<file path="config.mk">
export PLATFORM = sky130hd
export DESIGN_NAME = dramFrontEnd
export DESIGN_NICKNAME = d
export VERILOG_FILES = /design/src/dramPkg.sv /design/src/commandQueue.sv /design/src/writeJoin.sv /design/src/memoryArray.sv /design/src/dramFrontEnd.sv
export SDC_FILE = /design/constraint.sdc
export NUM_CORES = 2
export LEC_CHECK = 0
export ABC_AREA = 0
export BUFFER_PORTS_ARGS = -buffer_cell sky130_fd_sc_hd__buf_2
export CAP_MARGIN = 30
export CORE_UTILIZATION = 27
export DETAILED_ROUTE_END_ITERATION = 10
export HOLD_SLACK_MARGIN = 0.02
export PLACE_DENSITY = 0.51
export SYNTH_ARGS = -nofsm -noshare
export SYNTH_HDL_FRONTEND = slang
export SYNTH_MEMORY_MAX_BITS = 65536
export SYNTH_SLANG_ARGS = --single-unit
export TNS_END_PERCENT = 5
</file>
<file path="constraint.sdc">
create_clock -name MemoryClock -period 7.5 [get_ports MemoryClock]
set_input_delay 0.75 -clock MemoryClock [delete_from_list [all_inputs] [get_ports MemoryClock]]
set_output_delay 0.75 -clock MemoryClock [all_outputs]
set_load 0.05 [all_outputs]
</file>
<file path="src/dramPkg.sv">
// Shared widths, depths and latency of the synthetic DRAM front end
// Depths need not be powers of two; pointers wrap explicitly
`default_nettype none

package dramPkg;

	//--------------------------------------------------
	// Data path
	//--------------------------------------------------
	localparam int DataWidth = 64;             // One DRAM word
	localparam int ByteWidth = 8;
	localparam int MaskWidth = DataWidth / ByteWidth; // Bit set means byte kept
	localparam int AddrWidth = 6;              // Word address
	localparam int MemWords = 1 << AddrWidth;

	//--------------------------------------------------
	// Queues and latency
	//--------------------------------------------------
	localparam int CmdQueueDepth = 4;          // Input buffer of commands
	localparam int WriteQueueDepth = 4;        // Pending write data words
	localparam int ReadLatency = 4;            // Issue edge to readValid

	// Pointer and occupancy widths
	localparam int CmdPtrWidth = (CmdQueueDepth > 1) ? $clog2(CmdQueueDepth) : 1;
	localparam int CmdCountWidth = $clog2(CmdQueueDepth + 1);
	localparam int WritePtrWidth = (WriteQueueDepth > 1) ? $clog2(WriteQueueDepth) : 1;
	localparam int WriteCountWidth = $clog2(WriteQueueDepth + 1);

	// Same encoding as the DDR3 controller app_cmd
	typedef enum logic [2:0] {
		cmdWrite = 3'd0,
		cmdRead  = 3'd1
	} dramCmdT;

endpackage

`default_nettype wire

</file>
<file path="src/commandQueue.sv">
// Requester command FIFO; only cmdWrite and cmdRead may be sent
// Anything that is not a write at the head is treated as a read
`default_nettype none

module commandQueue
	import dramPkg::*;
(
	input wire logic MemoryClock,
	input wire logic arstN,

	// Requester side
	input wire logic cmdValid,
	input wire dramCmdT cmd,
	input wire logic [AddrWidth-1:0] addr,
	output logic cmdReady,

	// Head toward the write join
	input wire logic headPop,
	output logic headValid,
	output logic headIsWrite,
	output logic [AddrWidth-1:0] headAddr
);

	//--------------------------------------------------
	// Storage and pointers
	//--------------------------------------------------
	dramCmdT cmdMem [CmdQueueDepth];
	logic [AddrWidth-1:0] addrMem [CmdQueueDepth];

	logic [CmdPtrWidth-1:0] wrPtr;
	logic [CmdPtrWidth-1:0] rdPtr;
	logic [CmdCountWidth-1:0] count;

	logic push;
	logic pop;

	assign cmdReady = (count != CmdCountWidth'(CmdQueueDepth)); // Full stalls requester
	assign headValid = (count != '0);

	assign push = cmdValid & cmdReady;
	assign pop = headPop & headValid;   // Join only pops a valid head

	// Decode once here so the join never sees raw encoding
	assign headIsWrite = (cmdMem[rdPtr] == cmdWrite);
	assign headAddr = addrMem[rdPtr];

	// Payload only, no reset
	always_ff @(posedge MemoryClock) begin
		if (push) begin
			cmdMem[wrPtr] <= cmd;
			addrMem[wrPtr] <= addr;
		end
	end

	//--------------------------------------------------
	// Control
	//--------------------------------------------------
	always_ff @(posedge MemoryClock or negedge arstN) begin
		if (!arstN) begin
			wrPtr <= '0;
			rdPtr <= '0;
			count <= '0;
		end else begin
			if (push) begin
				// Wrap at depth
				wrPtr <= (wrPtr == CmdPtrWidth'(CmdQueueDepth - 1)) ? '0 : wrPtr + 1'b1;
			end
			if (pop) begin
				rdPtr <= (rdPtr == CmdPtrWidth'(CmdQueueDepth - 1)) ? '0 : rdPtr + 1'b1;
			end
			case ({push, pop})
				2'b10: count <= count + 1'b1;
				2'b01: count <= count - 1'b1;
				default: count <= count; // Both or neither
			endcase
		end
	end

endmodule

`default_nettype wire

</file>
<file path="src/writeJoin.sv">
// Releases a write command only in the same cycle as its data word
// A write without data blocks every command queued behind it
`default_nettype none

module writeJoin
	import dramPkg::*;
(
	input wire logic MemoryClock,
	input wire logic arstN,

	// Requester write channel
	input wire logic writeValid,
	input wire logic [DataWidth-1:0] writeData,
	input wire logic [MaskWidth-1:0] writeMask,
	output logic writeReady,

	// Command queue head
	input wire logic headValid,
	input wire logic headIsWrite,
	input wire logic [AddrWidth-1:0] headAddr,
	output logic headPop,

	// Issue into memory, no ready
	output logic issueValid,
	output logic issueWrite,
	output logic [AddrWidth-1:0] issueAddr,
	output logic [DataWidth-1:0] issueData,
	output logic [MaskWidth-1:0] issueMask
);

	//--------------------------------------------------
	// Write data FIFO
	//--------------------------------------------------
	logic [DataWidth-1:0] dataMem [WriteQueueDepth];
	logic [MaskWidth-1:0] maskMem [WriteQueueDepth];

	logic [WritePtrWidth-1:0] wrPtr;
	logic [WritePtrWidth-1:0] rdPtr;
	logic [WriteCountWidth-1:0] count;

	logic dataValid;
	logic push;
	logic pop;

	assign writeReady = (count != WriteCountWidth'(WriteQueueDepth));
	assign dataValid = (count != '0);
	assign push = writeValid & writeReady;

	// Join rule: reads go at once, writes wait for data
	assign issueValid = headValid & (~headIsWrite | dataValid);
	assign headPop = issueValid;
	assign pop = issueValid & headIsWrite;  // Data leaves with its command

	assign issueWrite = headIsWrite;
	assign issueAddr = headAddr;
	assign issueData = dataMem[rdPtr];
	assign issueMask = maskMem[rdPtr];

	always_ff @(posedge MemoryClock) begin
		if (push) begin
			dataMem[wrPtr] <= writeData;
			maskMem[wrPtr] <= writeMask;
		end
	end

	always_ff @(posedge MemoryClock or negedge arstN) begin
		if (!arstN) begin
			wrPtr <= '0;
			rdPtr <= '0;
			count <= '0;
		end else begin
			if (push)
				wrPtr <= (wrPtr == WritePtrWidth'(WriteQueueDepth - 1)) ? '0 : wrPtr + 1'b1;
			if (pop)
				rdPtr <= (rdPtr == WritePtrWidth'(WriteQueueDepth - 1)) ? '0 : rdPtr + 1'b1;
			case ({push, pop})
				2'b10: count <= count + 1'b1;
				2'b01: count <= count - 1'b1;
				default: count <= count;
			endcase
		end
	end

endmodule

`default_nettype wire

</file>
<file path="src/memoryArray.sv">
// Synthetic DRAM: byte-masked writes, reads return after exactly ReadLatency edges
// Storage powers up undefined; ReadLatency must be at least 2
`default_nettype none

module memoryArray
	import dramPkg::*;
(
	input wire logic MemoryClock,
	input wire logic arstN,

	// One issue per cycle from the join
	input wire logic issueValid,
	input wire logic issueWrite,
	input wire logic [AddrWidth-1:0] issueAddr,
	input wire logic [DataWidth-1:0] issueData,
	input wire logic [MaskWidth-1:0] issueMask,

	// Read return, no back-pressure
	output logic readValid,
	output logic [DataWidth-1:0] readData
);

	//--------------------------------------------------
	// Storage
	//--------------------------------------------------
	logic [DataWidth-1:0] mem [MemWords];

	logic writeIssue;
	logic readIssue;

	assign writeIssue = issueValid & issueWrite;
	assign readIssue = issueValid & ~issueWrite;

	// Mask bit 1 keeps the old byte, DDR3 style
	always_ff @(posedge MemoryClock) begin
		if (writeIssue) begin
			for (int b = 0; b < MaskWidth; b++) begin
				if (!issueMask[b])
					mem[issueAddr][b*ByteWidth +: ByteWidth] <=
						issueData[b*ByteWidth +: ByteWidth];
			end
		end
	end

	//--------------------------------------------------
	// Read pipeline
	//--------------------------------------------------
	logic [ReadLatency-1:0] pipeValid;          // Bit 0 is the youngest stage
	logic [DataWidth-1:0] pipeData [ReadLatency];

	// Valid bits only
	always_ff @(posedge MemoryClock or negedge arstN) begin
		if (!arstN) begin
			pipeValid <= '0;
		end else begin
			pipeValid <= {pipeValid[ReadLatency-2:0], readIssue};
		end
	end

	// Data shifts every cycle, bubbles carry stale words
	always_ff @(posedge MemoryClock) begin
		pipeData[0] <= mem[issueAddr];           // Sampled at the issue edge
		for (int s = 1; s < ReadLatency; s++) begin
			pipeData[s] <= pipeData[s-1];
		end
	end

	// Last stage drives the port
	assign readValid = pipeValid[ReadLatency-1];
	assign readData = pipeData[ReadLatency-1];

endmodule

`default_nettype wire

</file>
<file path="src/dramFrontEnd.sv">
// Memory side of the board: command queue, write join and synthetic DRAM
// All logic on MemoryClock; read data has no ready and must be taken at once
`default_nettype none

module dramFrontEnd
	import dramPkg::*;
(
	input wire logic MemoryClock,
	input wire logic arstN,

	// Command channel
	input wire logic cmdValid,
	input wire dramCmdT cmd,
	input wire logic [AddrWidth-1:0] addr,
	output logic cmdReady,

	// Write data channel
	input wire logic writeValid,
	input wire logic [DataWidth-1:0] writeData,
	input wire logic [MaskWidth-1:0] writeMask,
	output logic writeReady,

	// Read return
	output logic readValid,
	output logic [DataWidth-1:0] readData
);

	//--------------------------------------------------
	// Internal wires
	//--------------------------------------------------
	logic headValid;
	logic headIsWrite;
	logic [AddrWidth-1:0] headAddr;
	logic headPop;                      // Join back to queue

	logic issueValid;
	logic issueWrite;
	logic [AddrWidth-1:0] issueAddr;
	logic [DataWidth-1:0] issueData;
	logic [MaskWidth-1:0] issueMask;

	commandQueue u_commandQueue (
		.MemoryClock(MemoryClock), .arstN(arstN),
		.cmdValid(cmdValid), .cmd(cmd), .addr(addr), .cmdReady(cmdReady),
		.headPop(headPop), .headValid(headValid),
		.headIsWrite(headIsWrite), .headAddr(headAddr)
	);

	// Command and data meet here
	writeJoin u_writeJoin (
		.MemoryClock(MemoryClock), .arstN(arstN),
		.writeValid(writeValid), .writeData(writeData),
		.writeMask(writeMask), .writeReady(writeReady),
		.headValid(headValid), .headIsWrite(headIsWrite),
		.headAddr(headAddr), .headPop(headPop),
		.issueValid(issueValid), .issueWrite(issueWrite), .issueAddr(issueAddr),
		.issueData(issueData), .issueMask(issueMask)
	);

	memoryArray u_memoryArray (
		.MemoryClock(MemoryClock), .arstN(arstN),
		.issueValid(issueValid), .issueWrite(issueWrite), .issueAddr(issueAddr),
		.issueData(issueData), .issueMask(issueMask),
		.readValid(readValid), .readData(readData)
	);

endmodule

`default_nettype wire

</file>
==> summary.md <==
The run finished with clean final reports. The run gives 4694 as the TritonCTS sink count. The tools report the root cell of the clock tree as sky130_fd_sc_hd__clkbuf_16. The post-synthesis cell count came out at 10252.

For the pin with the worst max-slew slack, the measured transition is 1.24 ns. The worst path uses 78.5% of the clock period. For this block, the routed nets add up to 604000 um of wire.

For the worst setup path, the data arrival time is 6.71 ns. The post-CTS clock slew at the launch and capture registers of the worst setup and hold paths is 0.06 ns. TritonCTS built the clock tree. The routed via count came out at 100418. Share of post-route cells with drive strength above 1: 14.1%.

The horizontal extent of the die works out to 808 um. In the final routed layout, each cell accounts on average for 30.6 um. For the final total negative setup slack, the log shows 0 ns. The top cell types in the final layout, fill and taps aside, are sky130_fd_sc_hd__edfxtp_1 (4420), sky130_fd_sc_hd__nor2_1 (808), sky130_fd_sc_hd__mux2i_1 (701). For the worst setup path, the data required time is 8.32 ns.

The number of nets in the synthesized netlist is 10350. Setup repair after global routing left no endpoint under its margin. Of the synthesized area, sequential elements account for 78.9%. In this run the critical register-to-register path is captured at u_memoryArray.pipeData[0][45]. For the residual antenna-violating net count after detailed routing, the log shows 0. The net total in the final layout is 10771, and the post-synthesis async set-or-reset flop share is 0.383%. Setup slack on the worst reg-to-reg path comes out at 1.61 ns. Share of Yosys cell area claimed by the top area cell type: 75.7%. The standard-cell row count was 295. For the number of H-tree levels, the log shows 5. Of the total synthesized cell area, the portion taken by full adders, half adders and majority gates is 0.101%. The launch point of the critical path is u_commandQueue.rdPtr[0]. The final setup skew was 0.112 ns; the height of the die was 808 um. The first detailed-routing pass took 6 iterations.

For this block, the initial DRC count from the detailed router was 13277. After global routing the overflow that remains totals 0. The summed instance area of the synthesized netlist came out at 0.175 mm2. The run gives 62576 as the filler cell count in the final layout. The placer's final routability congestion estimate is 0.846.

Entering global routing, the biggest net connects 119 pins. The overall fraction of global-route tracks in use is 17.7%. Summing the areas of all and, or, nand and nor instances in the mapped netlist gives 4.10% of the synthesized area.

In the routed design, unresolved DRC markers number 0. The tightest hold path in the finished design has a slack of 0.132 ns. By area the synthesized netlist is led by sky130_fd_sc_hd__edfxtp_1 (76%), sky130_fd_sc_hd__mux2i_1 (4.0%), sky130_fd_sc_hd__dfxtp_1 (2.9%).

Along the worst path, the maximum fanout reaches 50. The achievable frequency is 170 MHz. Across the run, the number of max-cap violations was 0. The die outline area is 0.653 mm2.

Leaving out fill and tap cells, the most frequent cell in the layout is sky130_fd_sc_hd__edfxtp_1. Post-synthesis to final-layout area growth: 16.7%. At the later pin of the worst-skew pair, clock insertion delay measures 1.10 ns. The path class of the tightest hold or removal check is in2async. The tools report the count of pins over their slew limit as 0. 152 I/O pins were placed.

In this run the worst setup path terminates at u_memoryArray.pipeData[0][45]. The number of enable-type register cells in the synthesized netlist came out at 4420. The initial antenna violation count is 71. The share of the synthesized area in compound gates (AO/OA/AOI/OAI) is 8.92%, and the proportion of synthesized area in mux cells is 6.27%. The run gives 27.1% as the starting utilization of the core area. The count of unique library cells instantiated by Yosys was 66. Among all flip-flop cells after synthesis, the most frequent one is sky130_fd_sc_hd__edfxtp_1. The first global-routing pass estimated 817000 um of wire. After synthesis, the largest family of logic cells by area is compound AO/OA/AOI/OAI gates. The time the worst path needs with I/O delays and setup is 5.89 ns, and the average cell area after synthesis is 17.1 um2. Buffers placed on the I/O ports in this run total 151. The synthesized design spends more area on one cell type than any other, namely sky130_fd_sc_hd__edfxtp_1. Endpoint type of the worst setup path: a flip-flop. After floorplanning, the core was sized to cover 0.646 mm2.

The run gives 0 as the number of warning messages in the yosys log. The logs give 96190 for the number of global-route vias before repair and 0.0647 uW for the static leakage power. Setup violations remaining at the end of the flow were counted as 0.

The detailed placement HPWL was 380000 um; the worst relative slew slack was 15.0%. The via-per-instance ratio was 5.08; the final hold violation count was 0. The number of cells on the worst reg-to-reg path is 9. The post-synthesis register bit count came out at 4694. Sort of element at the start of the critical path: a flip-flop.

The maximum vdd drop is 0.596 mV. For the CTS buffer count, the log shows 479. The startpoint identified for the worst register-to-register timing path is u_commandQueue.rdPtr[0]. The setup path with the least slack is of type reg2reg.

The ratio of total power to cell area was 459 mW/mm2. Summing the areas of all xor and xnor instances in the mapped netlist gives 0.0300% of the synthesized area. The maximum clock insertion buffer count is 4.
## metal layers
metal / track usage (%) / part of all wire, %
met1: 24.6 / 42
met2: 27.3 / 45
met3: 3.96 / 9.2
met4: 6.09 / 3.8
met5: 0 / 0.037
## registers in the layout (all words and copies together), names as in the netlist
register                 cells
u_memoryArray.mem         4096
u_memoryArray.pipeData     256
u_writeJoin.dataMem        256
u_writeJoin.maskMem         32
u_commandQueue.addrMem      24
u_commandQueue.cmdMem       12
u_memoryArray.pipeValid      4
u_commandQueue.count         3
u_writeJoin.count            3
u_commandQueue.rdPtr         2
u_commandQueue.wrPtr         2
u_writeJoin.rdPtr            2
u_writeJoin.wrPtr            2
## final cells by class
| class | count | area, um2 | area share (%) |
|---|---|---|---|
| Multi-Input combinational cell | 4879 | 34500 | 16.9 |
| Tap cell | 8613 | 10800 | 5.27 |
| Sequential cell | 4694 | 138000 | 67.6 |
| Clock inverter | 250 | 2450 | 1.20 |
| Antenna cell | 70 | 175 | 0.0856 |
| Inverter | 8 | 30.0 | 0.0147 |
| Timing Repair Buffer | 611 | 5290 | 2.58 |
| Clock buffer | 634 | 13000 | 6.36 |
## worst min path at each step
stage | end | start | cells past startpoint | slack, ns
2_1_floorplan | u_memoryArray.pipeData[1][0] | u_memoryArray.pipeData[0][0] | 0 | 0.31
3_3_place_gp | u_memoryArray.pipeData[3][45] | u_memoryArray.pipeData[2][45] | 0 | 0.31
3_5_place_dp | u_memoryArray.pipeData[3][19] | u_memoryArray.pipeData[2][19] | 0 | 0.31
4_1_cts | u_memoryArray.pipeValid[3] | arstN | 2 | 0.05
5_1_grt | u_memoryArray.pipeValid[3] | arstN | 2 | 0.15
6_report | u_memoryArray.pipeValid[3] | arstN | 2 | 0.13
## report_power, final
part	internal (uW)	switching, uW	total (uW)
clock network	13400	10400	23800
logic	8320	26100	34400
registers	34700	991	35700
total	56400	37500	93900
## per-stage QoR
step | setup WS (ns) | cells | instance area (um2) | utilization, % | power, uW
final | 1.61 | 19759 | 205000 | 31.7 | 93900
after global routing | 1.53 | 19702 | 204000 | 31.6 | 96300
after CTS | 1.80 | 19686 | 204000 | 31.6 | 93900
after detailed placement | 1.83 | 18720 | 188000 | 29.1 | 70300
after global placement | 1.53 | 18645 | 187000 | 28.9 | 69900
after floorplan | 4.28 | 10252 | 175000 | - | 53000
## cells in the mapped netlist, types with 83 or more instances
cell / n
sky130_fd_sc_hd__a221oi_1: 222
sky130_fd_sc_hd__dfxtp_1: 256
sky130_fd_sc_hd__mux4_2: 118
sky130_fd_sc_hd__a31oi_1: 150
sky130_fd_sc_hd__a21oi_1: 492
sky130_fd_sc_hd__clkbuf_1: 387
sky130_fd_sc_hd__a22oi_1: 326
sky130_fd_sc_hd__o2bb2ai_1: 301
sky130_fd_sc_hd__o21ai_0: 188
sky130_fd_sc_hd__edfxtp_1: 4420
sky130_fd_sc_hd__nand2_1: 667
sky130_fd_sc_hd__buf_1: 83
sky130_fd_sc_hd__buf_2: 169
sky130_fd_sc_hd__mux2i_1: 702
sky130_fd_sc_hd__nor2_1: 819
## what timing repair did
| action | in CTS | in global routing |
|---|---|---|
| buffers inserted | 0 | 0 |
| endpoints found under the setup margin | 0 | 0 |
| resized for setup | 0 | 0 |
| hold endpoints to repair | 342 | 0 |
| hold buffers | 82 | 0 |
## critical path: stages, from the launching register on
cell,delay (ns)
sky130_fd_sc_hd__dfrtp_1,0.91
sky130_fd_sc_hd__mux4_4,0.94
sky130_fd_sc_hd__buf_4,0.58
sky130_fd_sc_hd__buf_4,0.75
sky130_fd_sc_hd__mux2i_1,0.28
sky130_fd_sc_hd__o2bb2ai_1,0.12
sky130_fd_sc_hd__a221oi_1,0.26
sky130_fd_sc_hd__a21oi_1,0.20
sky130_fd_sc_hd__a2111oi_0,1.11
sky130_fd_sc_hd__o2111ai_1,0.32
## kinds of logic after synthesis
kind of cell    after synthesis
flops                      4694
xor+xnor                      6
simple gates               1752
fa+ha+maj                    13
mux                         929
compound gates             2179
buf+inv                     679
(Power assumes the default switching activity.)
